## config.mk

```make
export PLATFORM = sky130hd
export DESIGN_NAME = spmd_loader
export DESIGN_NICKNAME = d
export VERILOG_FILES = /design/src/common/spmd_pkg.sv /design/src/common/loader_pkg.sv /design/src/common/load_req_if.sv /design/src/common/load_word_if.sv /design/src/loader/spmd_phase_ctrl.sv /design/src/loader/image_fetch.sv /design/src/loader/packet_former.sv /design/src/verilog/spmd_loader.sv
export SDC_FILE = /design/constraint.sdc
export NUM_CORES = 1
export LEC_CHECK = 0
export BUFFER_PORTS_ARGS = -buffer_cell sky130_fd_sc_hd__buf_2
export CELL_PAD_IN_SITES_DETAIL_PLACEMENT = 1
export CELL_PAD_IN_SITES_GLOBAL_PLACEMENT = 2
export CORE_MARGIN = 3
export CORE_UTILIZATION = 36
export CTS_CLUSTER_DIAMETER = 50
export CTS_CLUSTER_SIZE = 24
export DETAILED_ROUTE_END_ITERATION = 12
export PLACE_DENSITY = 0.9
export SLEW_MARGIN = 20
export SYNTH_ARGS = -nofsm -noshare
export SYNTH_HDL_FRONTEND = slang
export SYNTH_HIERARCHICAL = 1
export SYNTH_SLANG_ARGS = --single-unit
```

## constraint.sdc

```tcl
create_clock -name clk_i -period 3.5 [get_ports clk_i]
set_input_delay 0.875 -clock clk_i [delete_from_list [all_inputs] [get_ports clk_i]]
set_output_delay 0.875 -clock clk_i [all_outputs]
set_load 0.05 [all_outputs]
```

## src/common/spmd_pkg.sv

```systemverilog
`default_nettype none

// ------------------------------------------------------------
// mesh network packet fields
// ------------------------------------------------------------
package spmd_pkg;

  localparam int addr_width = 30;  // word address inside a tile
  localparam int data_width = 32;
  localparam int cord_width = 4;   // x and y tile coordinates

  typedef logic [addr_width-1:0] addr_t;
  typedef logic [data_width-1:0] data_t;
  typedef logic [cord_width-1:0] cord_t;

  // every packet is a remote store with all four bytes enabled,
  // so opcode and byte mask never travel on a port

endpackage

`default_nettype wire

```

## src/common/loader_pkg.sv

```systemverilog
`default_nettype none

// ------------------------------------------------------------
// loader phases and tile address map
// ------------------------------------------------------------
package loader_pkg;

  typedef enum logic [2:0] {
    PH_IDLE,
    PH_CONFIG,     // group origin registers
    PH_ICACHE,     // instruction cache image
    PH_DMEM,       // data memory image
    PH_UNFREEZE,   // release the tiles
    PH_DONE
  } phase_e;

  // tile byte address space, config space begins at its top bit
  localparam int epa_byte_addr_width = 16;
  localparam int config_byte_addr    = 1 << (epa_byte_addr_width - 1);

  // byte offsets inside config space
  localparam int csr_org_x = 4;
  localparam int csr_org_y = 8;

  // icache window flag lands on word address bit (icache_mask_bits - 2)
  localparam int icache_mask_bits = 12;

  localparam int idx_width = 16;  // per tile word counter

endpackage

`default_nettype wire

```

## src/common/load_req_if.sv

```systemverilog
`timescale 1ns/1ps
`default_nettype none

// one load request, phase controller to image fetch
interface load_req_if;
  import spmd_pkg::*;
  import loader_pkg::*;

  logic                 valid;
  logic                 ready;
  phase_e               phase;
  cord_t                x;      // target tile
  cord_t                y;
  logic [idx_width-1:0] idx;    // word index within the tile

  modport ctrl  (output valid, phase, x, y, idx, input ready);
  modport fetch (input valid, phase, x, y, idx, output ready);

endinterface

`default_nettype wire

```

## src/common/load_word_if.sv

```systemverilog
`timescale 1ns/1ps
`default_nettype none

// fetched word plus its target, image fetch to packet former
interface load_word_if;
  import spmd_pkg::*;
  import loader_pkg::*;

  logic                 valid;
  logic                 ready;
  phase_e               phase;
  cord_t                x;
  cord_t                y;
  logic [idx_width-1:0] idx;
  data_t                word;   // image word, unused in config and unfreeze

  modport fetch  (output valid, phase, x, y, idx, word, input ready);
  modport former (input valid, phase, x, y, idx, word, output ready);

endinterface

`default_nettype wire

```

## src/loader/spmd_phase_ctrl.sv

```systemverilog
`timescale 1ns/1ps
`default_nettype none

module spmd_phase_ctrl #(
  parameter int tg_org_x_p       = 1,
  parameter int tg_org_y_p       = 1,
  parameter int tg_dim_x_p       = 2,
  parameter int tg_dim_y_p       = 2,
  parameter int icache_entries_p = 16,
  parameter int dmem_words_p     = 8
) (
  input  logic     clk_i,
  input  logic     rst_n_i,
  load_req_if.ctrl req,
  input  logic     last_sent_i,   // final unfreeze packet left the former
  output logic     done_o
);
  import spmd_pkg::*;
  import loader_pkg::*;

  localparam cord_t org_x  = cord_t'(tg_org_x_p);
  localparam cord_t org_y  = cord_t'(tg_org_y_p);
  localparam cord_t last_x = cord_t'(tg_org_x_p + tg_dim_x_p - 1);
  localparam cord_t last_y = cord_t'(tg_org_y_p + tg_dim_y_p - 1);

  phase_e               phase_q;
  phase_e               phase_nxt;
  cord_t                x_q;
  cord_t                y_q;
  logic [idx_width-1:0] idx_q;
  logic [idx_width-1:0] idx_last;
  logic                 xfer;
  logic                 tile_done;
  logic                 group_done;
  logic                 done_q;

  // ----------------------------------------------------------
  // per phase word count and phase order
  // ----------------------------------------------------------
  always_comb begin
    case (phase_q)
      PH_CONFIG: idx_last = idx_width'(1);                   // org x, org y
      PH_ICACHE: idx_last = idx_width'(icache_entries_p - 1);
      PH_DMEM:   idx_last = idx_width'(dmem_words_p - 1);
      default:   idx_last = '0;                              // one unfreeze store
    endcase
  end

  always_comb begin
    case (phase_q)
      PH_IDLE:     phase_nxt = PH_CONFIG;
      PH_CONFIG:   phase_nxt = PH_ICACHE;
      PH_ICACHE:   phase_nxt = PH_DMEM;
      PH_DMEM:     phase_nxt = PH_UNFREEZE;
      default:     phase_nxt = PH_DONE;
    endcase
  end

  assign xfer       = req.valid && req.ready;
  assign tile_done  = xfer && (idx_q == idx_last);
  assign group_done = tile_done && (x_q == last_x) && (y_q == last_y);

  // ----------------------------------------------------------
  // phase register and tile/word walk
  // ----------------------------------------------------------
  always_ff @(posedge clk_i or negedge rst_n_i) begin
    if (!rst_n_i) begin
      phase_q <= PH_IDLE;
      x_q     <= org_x;
      y_q     <= org_y;
      idx_q   <= '0;
    end else begin
      if (phase_q == PH_IDLE || group_done) begin
        phase_q <= phase_nxt;
      end
      if (xfer) begin
        if (!tile_done) begin
          idx_q <= idx_q + 1'b1;
        end else begin
          idx_q <= '0;
          if (x_q != last_x) begin
            x_q <= x_q + 1'b1;
          end else begin
            x_q <= org_x;                                  // next row
            y_q <= (y_q == last_y) ? org_y : y_q + 1'b1;   // wraps for next phase
          end
        end
      end
    end
  end

  // sticky until reset
  always_ff @(posedge clk_i or negedge rst_n_i) begin
    if (!rst_n_i) begin
      done_q <= 1'b0;
    end else if (last_sent_i && phase_q == PH_DONE) begin
      done_q <= 1'b1;
    end
  end

  assign req.valid = (phase_q != PH_IDLE) && (phase_q != PH_DONE);
  assign req.phase = phase_q;
  assign req.x     = x_q;
  assign req.y     = y_q;
  assign req.idx   = idx_q;
  assign done_o    = done_q;

endmodule

`default_nettype wire

```

## src/loader/image_fetch.sv

```systemverilog
`timescale 1ns/1ps
`default_nettype none

module image_fetch #(
  parameter int img_dmem_word_p = 64
) (
  input  logic            clk_i,
  input  logic            rst_n_i,
  load_req_if.fetch       req,
  load_word_if.fetch      word,
  output logic            img_rd_o,
  output spmd_pkg::addr_t img_addr_o,
  input  spmd_pkg::data_t img_data_i   // valid the cycle after img_rd_o
);
  import spmd_pkg::*;
  import loader_pkg::*;

  logic                 accept;
  logic                 rd_phase;
  logic                 hold_v_q;   // one item held
  logic                 fresh_q;    // its word is on img_data_i right now
  phase_e               phase_q;
  cord_t                x_q;
  cord_t                y_q;
  logic [idx_width-1:0] idx_q;
  data_t                word_q;

  assign req.ready = !hold_v_q || word.ready;   // empty, or leaving this cycle
  assign accept    = req.valid && req.ready;
  assign rd_phase  = (req.phase == PH_ICACHE) || (req.phase == PH_DMEM);
  assign img_rd_o  = accept && rd_phase;

  always_comb begin
    case (req.phase)
      PH_DMEM: img_addr_o = addr_t'(img_dmem_word_p) + addr_t'(req.idx);
      default: img_addr_o = addr_t'(req.idx);   // icache code sits at word 0
    endcase
  end

  always_ff @(posedge clk_i or negedge rst_n_i) begin
    if (!rst_n_i) begin
      hold_v_q <= 1'b0;
      fresh_q  <= 1'b0;
    end else begin
      if (accept) begin
        hold_v_q <= 1'b1;
      end else if (word.ready) begin
        hold_v_q <= 1'b0;
      end
      fresh_q <= img_rd_o;
    end
  end

  always_ff @(posedge clk_i) begin
    if (accept) begin
      phase_q <= req.phase;
      x_q     <= req.x;
      y_q     <= req.y;
      idx_q   <= req.idx;
    end
    if (fresh_q) begin
      word_q <= img_data_i;   // keep it in case the former stalls
    end
  end

  assign word.valid = hold_v_q;
  assign word.phase = phase_q;
  assign word.x     = x_q;
  assign word.y     = y_q;
  assign word.idx   = idx_q;
  assign word.word  = fresh_q ? img_data_i : word_q;

endmodule

`default_nettype wire

```

## src/loader/packet_former.sv

```systemverilog
`timescale 1ns/1ps
`default_nettype none

module packet_former #(
  parameter int tg_org_x_p       = 1,
  parameter int tg_org_y_p       = 1,
  parameter int tg_dim_x_p       = 2,
  parameter int tg_dim_y_p       = 2,
  parameter int dmem_base_word_p = 256
) (
  input  logic            clk_i,
  input  logic            rst_n_i,
  load_word_if.former     word,
  input  spmd_pkg::cord_t my_x_i,
  input  spmd_pkg::cord_t my_y_i,
  output spmd_pkg::addr_t pkt_addr_o,
  output spmd_pkg::data_t pkt_data_o,
  output spmd_pkg::cord_t pkt_x_o,
  output spmd_pkg::cord_t pkt_y_o,
  output spmd_pkg::cord_t pkt_src_x_o,
  output spmd_pkg::cord_t pkt_src_y_o,
  output logic            v_o,
  input  logic            ready_i,
  output logic            last_sent_o
);
  import spmd_pkg::*;
  import loader_pkg::*;

  // word addresses of the config registers
  localparam addr_t cfg_word_addr = addr_t'(config_byte_addr >> 2);
  localparam addr_t org_x_word    = addr_t'((config_byte_addr | csr_org_x) >> 2);
  localparam addr_t org_y_word    = addr_t'((config_byte_addr | csr_org_y) >> 2);
  localparam addr_t icache_flag   = addr_t'(1) << (icache_mask_bits - 2);
  localparam cord_t last_x        = cord_t'(tg_org_x_p + tg_dim_x_p - 1);
  localparam cord_t last_y        = cord_t'(tg_org_y_p + tg_dim_y_p - 1);

  logic  accept;
  logic  enc_last;
  addr_t enc_addr;
  data_t enc_data;
  logic  v_q;
  logic  last_q;   // held packet is the final unfreeze

  // ----------------------------------------------------------
  // address and payload per phase
  // ----------------------------------------------------------
  always_comb begin
    case (word.phase)
      PH_CONFIG: begin
        enc_addr = word.idx[0] ? org_y_word : org_x_word;
        enc_data = word.idx[0] ? data_t'(tg_org_y_p) : data_t'(tg_org_x_p);
      end
      PH_ICACHE: begin
        enc_addr = icache_flag | addr_t'(word.idx);
        enc_data = word.word;
      end
      PH_DMEM: begin
        enc_addr = addr_t'(dmem_base_word_p) + addr_t'(word.idx);
        enc_data = word.word;
      end
      default: begin
        enc_addr = cfg_word_addr;   // unfreeze, store zero to config base
        enc_data = '0;
      end
    endcase
  end

  assign enc_last   = (word.phase == PH_UNFREEZE) && (word.x == last_x) && (word.y == last_y);
  assign word.ready = !v_q || ready_i;
  assign accept     = word.valid && word.ready;

  always_ff @(posedge clk_i or negedge rst_n_i) begin
    if (!rst_n_i) begin
      v_q    <= 1'b0;
      last_q <= 1'b0;
    end else if (accept) begin
      v_q    <= 1'b1;
      last_q <= enc_last;
    end else if (ready_i) begin
      v_q    <= 1'b0;   // packet went out, nothing behind it
      last_q <= 1'b0;
    end
  end

  // packet fields only move on accept, so they hold under stall
  always_ff @(posedge clk_i) begin
    if (accept) begin
      pkt_addr_o  <= enc_addr;
      pkt_data_o  <= enc_data;
      pkt_x_o     <= word.x;
      pkt_y_o     <= word.y;
      pkt_src_x_o <= my_x_i;
      pkt_src_y_o <= my_y_i;
    end
  end

  assign v_o         = v_q;
  assign last_sent_o = v_q && ready_i && last_q;

endmodule

`default_nettype wire

```

## src/verilog/spmd_loader.sv

```systemverilog
`timescale 1ns/1ps
`default_nettype none

module spmd_loader #(
  parameter int tg_org_x_p       = 1,
  parameter int tg_org_y_p       = 1,
  parameter int tg_dim_x_p       = 2,
  parameter int tg_dim_y_p       = 2,
  parameter int icache_entries_p = 16,
  parameter int dmem_words_p     = 8,
  parameter int dmem_base_word_p = 256,
  parameter int img_dmem_word_p  = 64
) (
  input  logic            clk_i,
  input  logic            rst_n_i,
  // remote store packet out
  output spmd_pkg::addr_t pkt_addr_o,
  output spmd_pkg::data_t pkt_data_o,
  output spmd_pkg::cord_t pkt_x_o,
  output spmd_pkg::cord_t pkt_y_o,
  output spmd_pkg::cord_t pkt_src_x_o,
  output spmd_pkg::cord_t pkt_src_y_o,
  output logic            v_o,
  input  logic            ready_i,
  input  spmd_pkg::cord_t my_x_i,
  input  spmd_pkg::cord_t my_y_i,
  // program image read port
  output logic            img_rd_o,
  output spmd_pkg::addr_t img_addr_o,
  input  spmd_pkg::data_t img_data_i,
  output logic            done_o
);

  logic last_sent;

  load_req_if  req_if ();
  load_word_if word_if ();

  spmd_phase_ctrl #(
    .tg_org_x_p       (tg_org_x_p),
    .tg_org_y_p       (tg_org_y_p),
    .tg_dim_x_p       (tg_dim_x_p),
    .tg_dim_y_p       (tg_dim_y_p),
    .icache_entries_p (icache_entries_p),
    .dmem_words_p     (dmem_words_p)
  ) spmd_phase_ctrl_inst (
    .clk_i       (clk_i),
    .rst_n_i     (rst_n_i),
    .req         (req_if.ctrl),
    .last_sent_i (last_sent),
    .done_o      (done_o)
  );

  image_fetch #(
    .img_dmem_word_p (img_dmem_word_p)
  ) image_fetch_inst (
    .clk_i      (clk_i),
    .rst_n_i    (rst_n_i),
    .req        (req_if.fetch),
    .word       (word_if.fetch),
    .img_rd_o   (img_rd_o),
    .img_addr_o (img_addr_o),
    .img_data_i (img_data_i)
  );

  packet_former #(
    .tg_org_x_p       (tg_org_x_p),
    .tg_org_y_p       (tg_org_y_p),
    .tg_dim_x_p       (tg_dim_x_p),
    .tg_dim_y_p       (tg_dim_y_p),
    .dmem_base_word_p (dmem_base_word_p)
  ) packet_former_inst (
    .clk_i       (clk_i),
    .rst_n_i     (rst_n_i),
    .word        (word_if.former),
    .my_x_i      (my_x_i),
    .my_y_i      (my_y_i),
    .pkt_addr_o  (pkt_addr_o),
    .pkt_data_o  (pkt_data_o),
    .pkt_x_o     (pkt_x_o),
    .pkt_y_o     (pkt_y_o),
    .pkt_src_x_o (pkt_src_x_o),
    .pkt_src_y_o (pkt_src_y_o),
    .v_o         (v_o),
    .ready_i     (ready_i),
    .last_sent_o (last_sent)
  );

endmodule

`default_nettype wire

```

==> results of run 1 <==
==> per-layer routing <==
| metal | vias to the layer above | share of wire | track usage |
|---|---|---|---|
| met1 | 1989 | 0.42 | 0.174 |
| met2 | 135 | 0.51 | 0.254 |
| met5 | - | 0 | 0 |
| met3 | 10 | 0.061 | 0.0423 |
| li1 | 1862 | - | - |
| met4 | 0 | 0.011 | 0.0495 |
==> sequential cells by signal (all words and copies together), names as in the netlist, 3 cells and up <==
signal	count
packet_former_inst/pkt_src_y_o	4
spmd_phase_ctrl_inst/req.y	4
packet_former_inst/pkt_y_o	4
image_fetch_inst/word.phase	3
image_fetch_inst/word.idx	16
packet_former_inst/pkt_x_o	4
image_fetch_inst/word.x	4
spmd_phase_ctrl_inst/req.x	4
packet_former_inst/pkt_src_x_o	4
spmd_phase_ctrl_inst/req.phase	3
packet_former_inst/pkt_addr_o	17
image_fetch_inst/word.y	4
packet_former_inst/pkt_data_o	32
image_fetch_inst/word_q	32
spmd_phase_ctrl_inst/req.idx	16
==> area by class of cell <==
type | count | area share
sequential | 156 | 0.543
timing repair buffer | 130 | 0.0866
tap | 225 | 0.0363
clock buffer | 18 | 0.0567
multi-input combinational | 284 | 0.255
inverter | 3 | 0.00145
clock inverter | 14 | 0.0207
==> path summary, 6_finish.rpt <==
check                                                  startpoint                         endpoint  slack [ps]  depth (start not counted)
max in group asynchronous                                 rst_n_i  spmd_phase_ctrl_inst/req.idx[2]        2500                          1
worst min-delay path                   image_fetch_inst/word.y[2]    packet_former_inst/pkt_y_o[2]         460                          0
worst max register to register             packet_former_inst/v_o    spmd_phase_ctrl_inst/req.y[3]        1050                          7
min in group asynchronous                                 rst_n_i           packet_former_inst/v_o         530                          1
worst min register to register         image_fetch_inst/word.y[2]    packet_former_inst/pkt_y_o[2]         460                          0
worst max-delay path            spmd_phase_ctrl_inst/req.phase[2]                         img_rd_o         490                          5
==> through the flow <==
stage,std cells,utilization,cell area (µm²)
after CTS,830,0.445,7740
after detailed placement,798,0.410,7150
after global routing,830,0.445,7740
after global placement,798,0.410,7150
final,830,0.445,7740
after floorplan,490,-,6530
==> worst max-delay path: cells and delay by family, from the launching register on <==
kind                   cells  cell delay (ps)
AND/OR/NAND/NOR            3              670
XOR/XNOR                   1              180
buffers and inverters      1              210
flip-flops                 1              660
==> where the power goes <==
group / internal, W / leakage, nW / switching, W
combinational: 0.000337 / 1.38 / 0.000812
sequential: 0.00228 / 1.59 / 0.000214
clock: 0.00108 / 0.280 / 0.000736
total: 0.00369 / 3.25 / 0.00176
==> cell families (layout without fill, tap and decap cells) <==
family	Yosys count	after routing	share of synthesized area
muxes	36	36	0.0623
buffers and inverters	50	165	0.0548
AOI/OAI and AO/OA	26	26	0.0268
DFF	156	156	0.653
other	2	26	0.00117
xor gates and xnor gates	34	34	0.0485
and+or+nand+nor	159	159	0.148
adders and majority gates	3	3	0.00583
==> cell usage after synthesis (3+ instances only) <==
master and number:
mux2_2 31, and2_1 41, clkbuf_2 3, clkbuf_1 3, xor2_1 12, nor2_1 21
nand4_1 9, and3_1 4, o21ai_0 6, xnor2_1 20, inv_1 3, nand2b_1 7
dfrtp_1 30, mux2i_1 3, buf_4 37, or3_1 3, nor4_1 3, a31oi_1 3
ha_1 3, nand3_1 15, edfxtp_1 92, dfxtp_1 32, nor3_1 12, a21oi_1 4
nand2_1 17
==> flow_summary.ini, run 1 <==
[outcome]
status = finished, final reports clean

[pwr]
p_total_w = 0.00546
ir_drop_uv = 283
p_per_area_mw_per_mm2 = 705
p_leak_nw = 3.25

[grt]
grt_pass1_wl_mm = 22.7
first_global_vias = 4284
grt.overflow.total = 0
grt_antenna_before_repair = 0
track_usage = 0.146
grt_max_degree = 67

[clock_network]
clk_latency_ps = 420
cts_tree = done
cts_buffers = 17
h-tree-depth = 4
clock_sinks = 156
cts.repair.resized = 0
hold_buffers = 0
cts-root-buf = clkbuf_16
clkSlewWorstSetupHoldPaths_ps = 60
cts_buffer_depth = 2
post_cts_buffers = 0

[place]
io_buffers = 127
place.gp.congestion = 0.738
place_hpwl_mm = 10.2
pre_cts_slack_ps = 431

[drt]
post_drt_wl_per_cell_um = 17.3
routed_wl_mm = 14.4
final_antenna_net_count = 0
drtPass1Iterations = 4
drt_iter0_drc = 235
drc = 0
vias = 3996
vias_per_cell = 4.81

[logic_synthesis]
ys_warn_count = 6
synth-edff-count = 92
synth.distinct_cells = 62
netlist.area_leader.share = 0.429
synthCells = 466
synthArstFlopShare = 0.205
syn_area_mm2 = 0.00644
ys.flop_type = edfxtp_1
yosysSeqAreaShare = 0.653
synth.area.top_cells = edfxtp_1, dfrtp_1, dfxtp_1, mux2_2, buf_4
ys_ff_latch = 156
syn_area_per_cell_um2 = 13.8
synth_top_area_cell = edfxtp_1

[final_layout]
diodes = 0
area_growth_pct = 20.2
num-nets-final = 638
n_fill_cell = 1833
regArea_mm2 = 0.00421
mostFrequentLayoutCells = buf_2, edfxtp_1, and2_1
multi_input_area_mm2 = 0.00198
drive_gt1_frac = 0.355
layout_commonest_cell = buf_2

[timing]
fin_skew_ps = 15.5
setup_ws_ps = 487
fmax_ghz = 0.332
fin_tns_setup_ps = 0
finalMaxSlewViolations = 0
worstMarginPinSlew_ps = 734
slew-limit-headroom = 0.511
holdWs_ps = 460
finalCriticalPeriod_ps = 3010
post-route-period-util = 0.861
setup_viol = 0
hold_viol_final = 0
rsz0062_at_grt = no

[setup_path]
worstPathCellList = xor2_1 > or2_2 > and2_1 > and3b_2 > buf_2
critPathCaptureType = primary output
critPathArrivalTime_ps = 2140
worstPathRequired_ps = 2620
crit_path_max_fanout = 14
cp-start-kind = flip-flop
slowest_stage = dfrtp_1
slowest_delay_ps = 660
timing_worst_setup_path_type = flip-flop to primary output

[die]
rows = 48
die_area_mm2 = 0.0195
die_w_um = 140
io_pins = 154
core_mm2 = 0.0174
fp.dieH_um = 140
start_util = 0.370

[flow_run]
cap_violations = 0

[min_path]
hold_class = flip-flop to flip-flop
(Power assumes the default switching activity.)
==> run 2, diff against run 1 <==
--- a/config.mk
+++ b/config.mk
@@ -5,15 +5,16 @@
 export SDC_FILE = /design/constraint.sdc
 export NUM_CORES = 1
 export LEC_CHECK = 0
-export BUFFER_PORTS_ARGS = -buffer_cell sky130_fd_sc_hd__buf_2
 export CELL_PAD_IN_SITES_DETAIL_PLACEMENT = 1
 export CELL_PAD_IN_SITES_GLOBAL_PLACEMENT = 2
 export CORE_MARGIN = 3
-export CORE_UTILIZATION = 36
+export CORE_UTILIZATION = 42
 export CTS_CLUSTER_DIAMETER = 50
 export CTS_CLUSTER_SIZE = 24
 export DETAILED_ROUTE_END_ITERATION = 12
-export PLACE_DENSITY = 0.9
+export DONT_BUFFER_PORTS = 1
+export GPL_TIMING_DRIVEN = 0
+export PLACE_DENSITY = 0.89
 export SLEW_MARGIN = 20
 export SYNTH_ARGS = -nofsm -noshare
 export SYNTH_HDL_FRONTEND = slang
==> flow_summary.ini, run 2 (synthesis gave the netlist of run 1 again) <==
[die]
die_area_mm2 = 0.0169
start_util = 0.437
die_w_um = 130
rows = 44
fp.dieH_um = 130
io_pins = 154
core_mm2 = 0.0148

[flow_run]
cap_violations = 0

[clock_network]
cts.repair.resized = 2
hold_buffers = 0
cts-root-buf = clkbuf_16
cts_buffers = 17
post_cts_buffers = 0
clk_latency_ps = 410
cts_buffer_depth = 2
clock_sinks = 156
clkSlewWorstSetupHoldPaths_ps = 60
h-tree-depth = 4
cts_tree = done

[timing]
hold_viol_final = 0
worstMarginPinSlew_ps = 1120
finalCriticalPeriod_ps = 3400
fmax_ghz = 0.294
rsz0062_at_grt = no
setup_viol = 0
holdWs_ps = 156
fin_skew_ps = 6.73
post-route-period-util = 0.970
slew-limit-headroom = 0.247
finalMaxSlewViolations = 0

[place]
io_buffers = 0
place_hpwl_mm = 9.66
place.gp.congestion = 0.728

[pwr]
swShare = 0.314
ir_drop_uv = 371
p_int_w = 0.00366
p_per_area_mw_per_mm2 = 724
p_sw_w = 0.00168
p_seq_frac = 0.520
p_total_w = 0.00534
clockPowerShare = 0.322
combinationalPowerShare = 0.158
p_leak_nw = 2.95

[grt]
grt.overflow.total = 0
grt_antenna_before_repair = 0
grt_pass1_wl_mm = 20.4
grt_max_degree = 55
first_global_vias = 3767
track_usage = 0.158

[setup_path]
critPathCaptureType = primary output
ff2ff_path_depth = 8
cp-startpoint = spmd_phase_ctrl_inst/req.idx[7]
r2r_slack_ps = 700
timing_worst_setup_path_type = flip-flop to primary output
regToRegStartpoint = packet_former_inst/v_o
cp-endpoint = img_addr_o[14]
worstPathRequired_ps = 2620
cp-start-kind = flip-flop
rr_endpoint = spmd_phase_ctrl_inst/req.y[2]
critPathArrivalTime_ps = 2520
crit_path_max_fanout = 11

[drt]
vias = 3633
post_drt_wl_per_cell_um = 18.8
routed_wl_mm = 13.3
final_antenna_net_count = 0
drtPass1Iterations = 6
vias_per_cell = 5.14
drt_iter0_drc = 238
drc = 0

[final_layout]
diodes = 0
drive_gt1_frac = 0.249
layout_commonest_cell = edfxtp_1
mostFrequentLayoutCells = edfxtp_1, and2_1, buf_4
largestRegisters = image_fetch_inst/word_q (32), packet_former_inst/pkt_data_o (32), packet_former_inst/pkt_addr_o (17)
area_growth_pct = 14.5
num-nets-final = 556

[outcome]
status = finished, final reports clean

[min_path]
hold_class = input port to async pin
[run 2: cell types whose count changed in the layout (fill, tap and decap cells not counted), moves of 4 or more]
cell | before | now
inv_6 | 4 | 0
clkinv_2 | 0 | 4
buf_2 | 127 | 1
clkbuf_1 | 0 | 6
buf_4 | 2 | 37
[run 2: area by class of cell]
type / instances / area, µm²
plain buffers: 47 / 342
inverters: 3 / 11.3
flip-flops and latches: 156 / 4210
multi-input cells: 284 / 2000
repair buffers: 1 / 27.5
clock buffers: 20 / 437
well taps: 184 / 230
clock inverters: 12 / 124
fillers: 1506 / 7370
[run 2: worst min-delay path by stage]
stage	start	endpoint	slack (ps)	depth (start not counted)
final	rst_n_i	spmd_phase_ctrl_inst/req.idx[2]	160	0
after global routing	rst_n_i	spmd_phase_ctrl_inst/req.idx[2]	130	0
after detailed placement	image_fetch_inst/word.x[3]	packet_former_inst/pkt_x_o[3]	430	0
after global placement	image_fetch_inst/word.x[0]	packet_former_inst/pkt_x_o[0]	430	0
after CTS	rst_n_i	spmd_phase_ctrl_inst/req.idx[2]	140	0
after floorplan	image_fetch_inst/word.y[2]	packet_former_inst/pkt_y_o[2]	420	0
[run 2: stage by stage]
step	setup TNS, ps	utilization	worst slack [ps]	area (µm²)	instances
after CTS	0	0.499	75.6	7360	707
final	0	0.500	104	7380	707
after global placement	-7090	0.458	-170	6760	674
after detailed placement	-231	0.461	-231	6800	675
after floorplan	0	-	223	6530	490
after global routing	0	0.500	14.5	7380	707
[run 2: power groups by stage]
stage / combinational (W) / clock [W] / sequential, W
6_report: 0.000844 / 0.00172 / 0.00278
2_1_floorplan: 0.000713 / 0 / 0.00274
3_5_place_dp: 0.000842 / 0 / 0.00282
4_1_cts: 0.000846 / 0.00176 / 0.00278
3_3_place_gp: 0.000805 / 0 / 0.00280
5_1_grt: 0.000923 / 0.00184 / 0.00282
[run 2: layer usage]
layer  track usage  vias up  wire (µm)  part of all wire
met5             0        -          0                 0
met4        0.0513        0        206             0.016
met3        0.0516       18        807             0.061
met2         0.282      128       7000              0.53
met1         0.179     1792       5270              0.40
li1              -     1695          -                 -
[run 2: worst max-delay path, cell delays in order, from the launching register on]
cell	delay (ps)
dfrtp_1	600
ha_1	300
and3_1	210
nand4_1	120
xnor2_1	880
==> run 3, diff against run 2 <==
--- a/config.mk
+++ b/config.mk
@@ -7,6 +7,7 @@
 export LEC_CHECK = 0
 export CELL_PAD_IN_SITES_DETAIL_PLACEMENT = 1
 export CELL_PAD_IN_SITES_GLOBAL_PLACEMENT = 2
+export CORE_ASPECT_RATIO = 2
 export CORE_MARGIN = 3
 export CORE_UTILIZATION = 42
 export CTS_CLUSTER_DIAMETER = 50
==> flow_summary.ini, run 3 (synthesis gave the netlist of run 1 again) <==
[outcome]
status = finished, final reports clean

[clock_network]
cts_buffers = 17
clk_latency_ps = 410
clock_sinks = 156
clkSlewWorstSetupHoldPaths_ps = 60
cts-root-buf = clkbuf_16
cts_tree = done
cts_buffer_depth = 2
post_cts_buffers = 0
h-tree-depth = 4

[place]
pre_cts_slack_ps = -238
place_hpwl_mm = 10.4
post-place-cells = 686
io_buffers = 0
place.gp.congestion = 0.815

[timing]
setup_viol = 0
fin_skew_ps = 8.31
finalCriticalPeriod_ps = 3250
post-route-period-util = 0.930
hold_viol_final = 0
finalMaxSlewViolations = 0
worstMarginPinSlew_ps = 1120
slew-limit-headroom = 0.248
fin_tns_setup_ps = 0
rsz0062_at_grt = no
fmax_ghz = 0.307
setup_ws_ps = 246

[setup_path]
critPathCaptureType = primary output
critPathArrivalTime_ps = 2380
timing_worst_setup_path_type = flip-flop to primary output
worstPathRequired_ps = 2620
cp-start-kind = flip-flop
crit_path_max_fanout = 28

[die]
core_mm2 = 0.0149
rows = 63
die_w_um = 93.6
start_util = 0.433
fp.dieH_um = 181
io_pins = 154
die_area_mm2 = 0.0170

[final_layout]
instances_no_fill = 718
regArea_mm2 = 0.00421
multi_input_area_mm2 = 0.00201
largestRegisters = image_fetch_inst/word_q (32), packet_former_inst/pkt_data_o (32), packet_former_inst/pkt_addr_o (17)
mostFrequentLayoutCells = edfxtp_1, and2_1, buf_4
layout_commonest_cell = edfxtp_1
diodes = 0
num-nets-final = 556
area_growth_pct = 14.9
drive_gt1_frac = 0.252
n_fill_cell = 1483

[grt]
first_global_vias = 3928
track_usage = 0.164
grt.overflow.total = 0
grt_max_degree = 52
grt_pass1_wl_mm = 21.1
grt_antenna_before_repair = 0

[drt]
routed_wl_mm = 13.6
drtPass1Iterations = 6
post_drt_wl_per_cell_um = 19.0
vias_per_cell = 5.06
vias = 3635
final_antenna_net_count = 0
drt_iter0_drc = 130
drc = 0

[min_path]
hold_class = input port to async pin

[pwr]
p_leak_nw = 2.97
p_total_w = 0.00534
ir_drop_uv = 312
p_per_area_mw_per_mm2 = 720

[flow_run]
cap_violations = 0
## run 3: area by class of cell
| class | instances | area share |
|---|---|---|
| Clock buffer | 21 | 0.0637 |
| Buffer | 47 | 0.0461 |
| Tap cell | 195 | 0.0329 |
| Sequential cell | 156 | 0.568 |
| Multi-Input combinational cell | 284 | 0.271 |
| Inverter | 3 | 0.00152 |
| Timing Repair Buffer | 1 | 0.00372 |
| Clock inverter | 11 | 0.0127 |
## run 3: worst paths after layout
path / startpoint / to / slack (ps) / depth (start not counted)
setup reg to reg: packet_former_inst/v_o / spmd_phase_ctrl_inst/req.y[3] / 730 / 8
hold / removal: rst_n_i / spmd_phase_ctrl_inst/req.x[3] / 160 / 0
setup / recovery: packet_former_inst/v_o / img_rd_o / 250 / 4
min in group clk_i: image_fetch_inst/word.x[2] / packet_former_inst/pkt_x_o[2] / 440 / 0
max in group asynchronous: rst_n_i / spmd_phase_ctrl_inst/req.x[0] / 3160 / 0
hold reg to reg: image_fetch_inst/word.x[2] / packet_former_inst/pkt_x_o[2] / 440 / 0
## run 3: metrics by stage
step	util	area, µm²	hold slack (ps)
detailed placement	0.457	6810	432
global placement	0.455	6780	423
CTS	0.495	7380	134
floorplan	-	6530	417
global route	0.497	7410	134
finish	0.497	7410	159
## run 3: what timing repair did
item                                   CTS  global route
endpoints found under the hold margin    0             0
resized for setup                        2             2
hold buffers                             0             0
setup endpoints to repair                1             2
pin swaps                                0             0
## run 3: power breakdown
group | total (W) | switching [W] | internal, W | leakage (nW)
Sequential | 0.00278 | 0.000489 | 0.00229 | 1.59
Clock | 0.00172 | 0.000684 | 0.00103 | 0.271
Combinational | 0.000842 | 0.000508 | 0.000334 | 1.10
Total | 0.00534 | 0.00168 | 0.00365 | 2.97
## run 3: worst max-delay path, stage by stage (launching register included)
cell,delay [ps]
dfrtp_1,590
nand2b_1,260
nand2b_1,250
and2_4,420
and3b_2,450
## run 3: metal layers
| layer | GRT usage | share of wire | vias up |
|---|---|---|---|
| li1 | - | - | 1696 |
| met5 | 0 | 0 | - |
| met1 | 0.151 | 0.33 | 1799 |
| met3 | 0.0367 | 0.045 | 18 |
| met4 | 0.0723 | 0.023 | 0 |
| met2 | 0.325 | 0.60 | 122 |
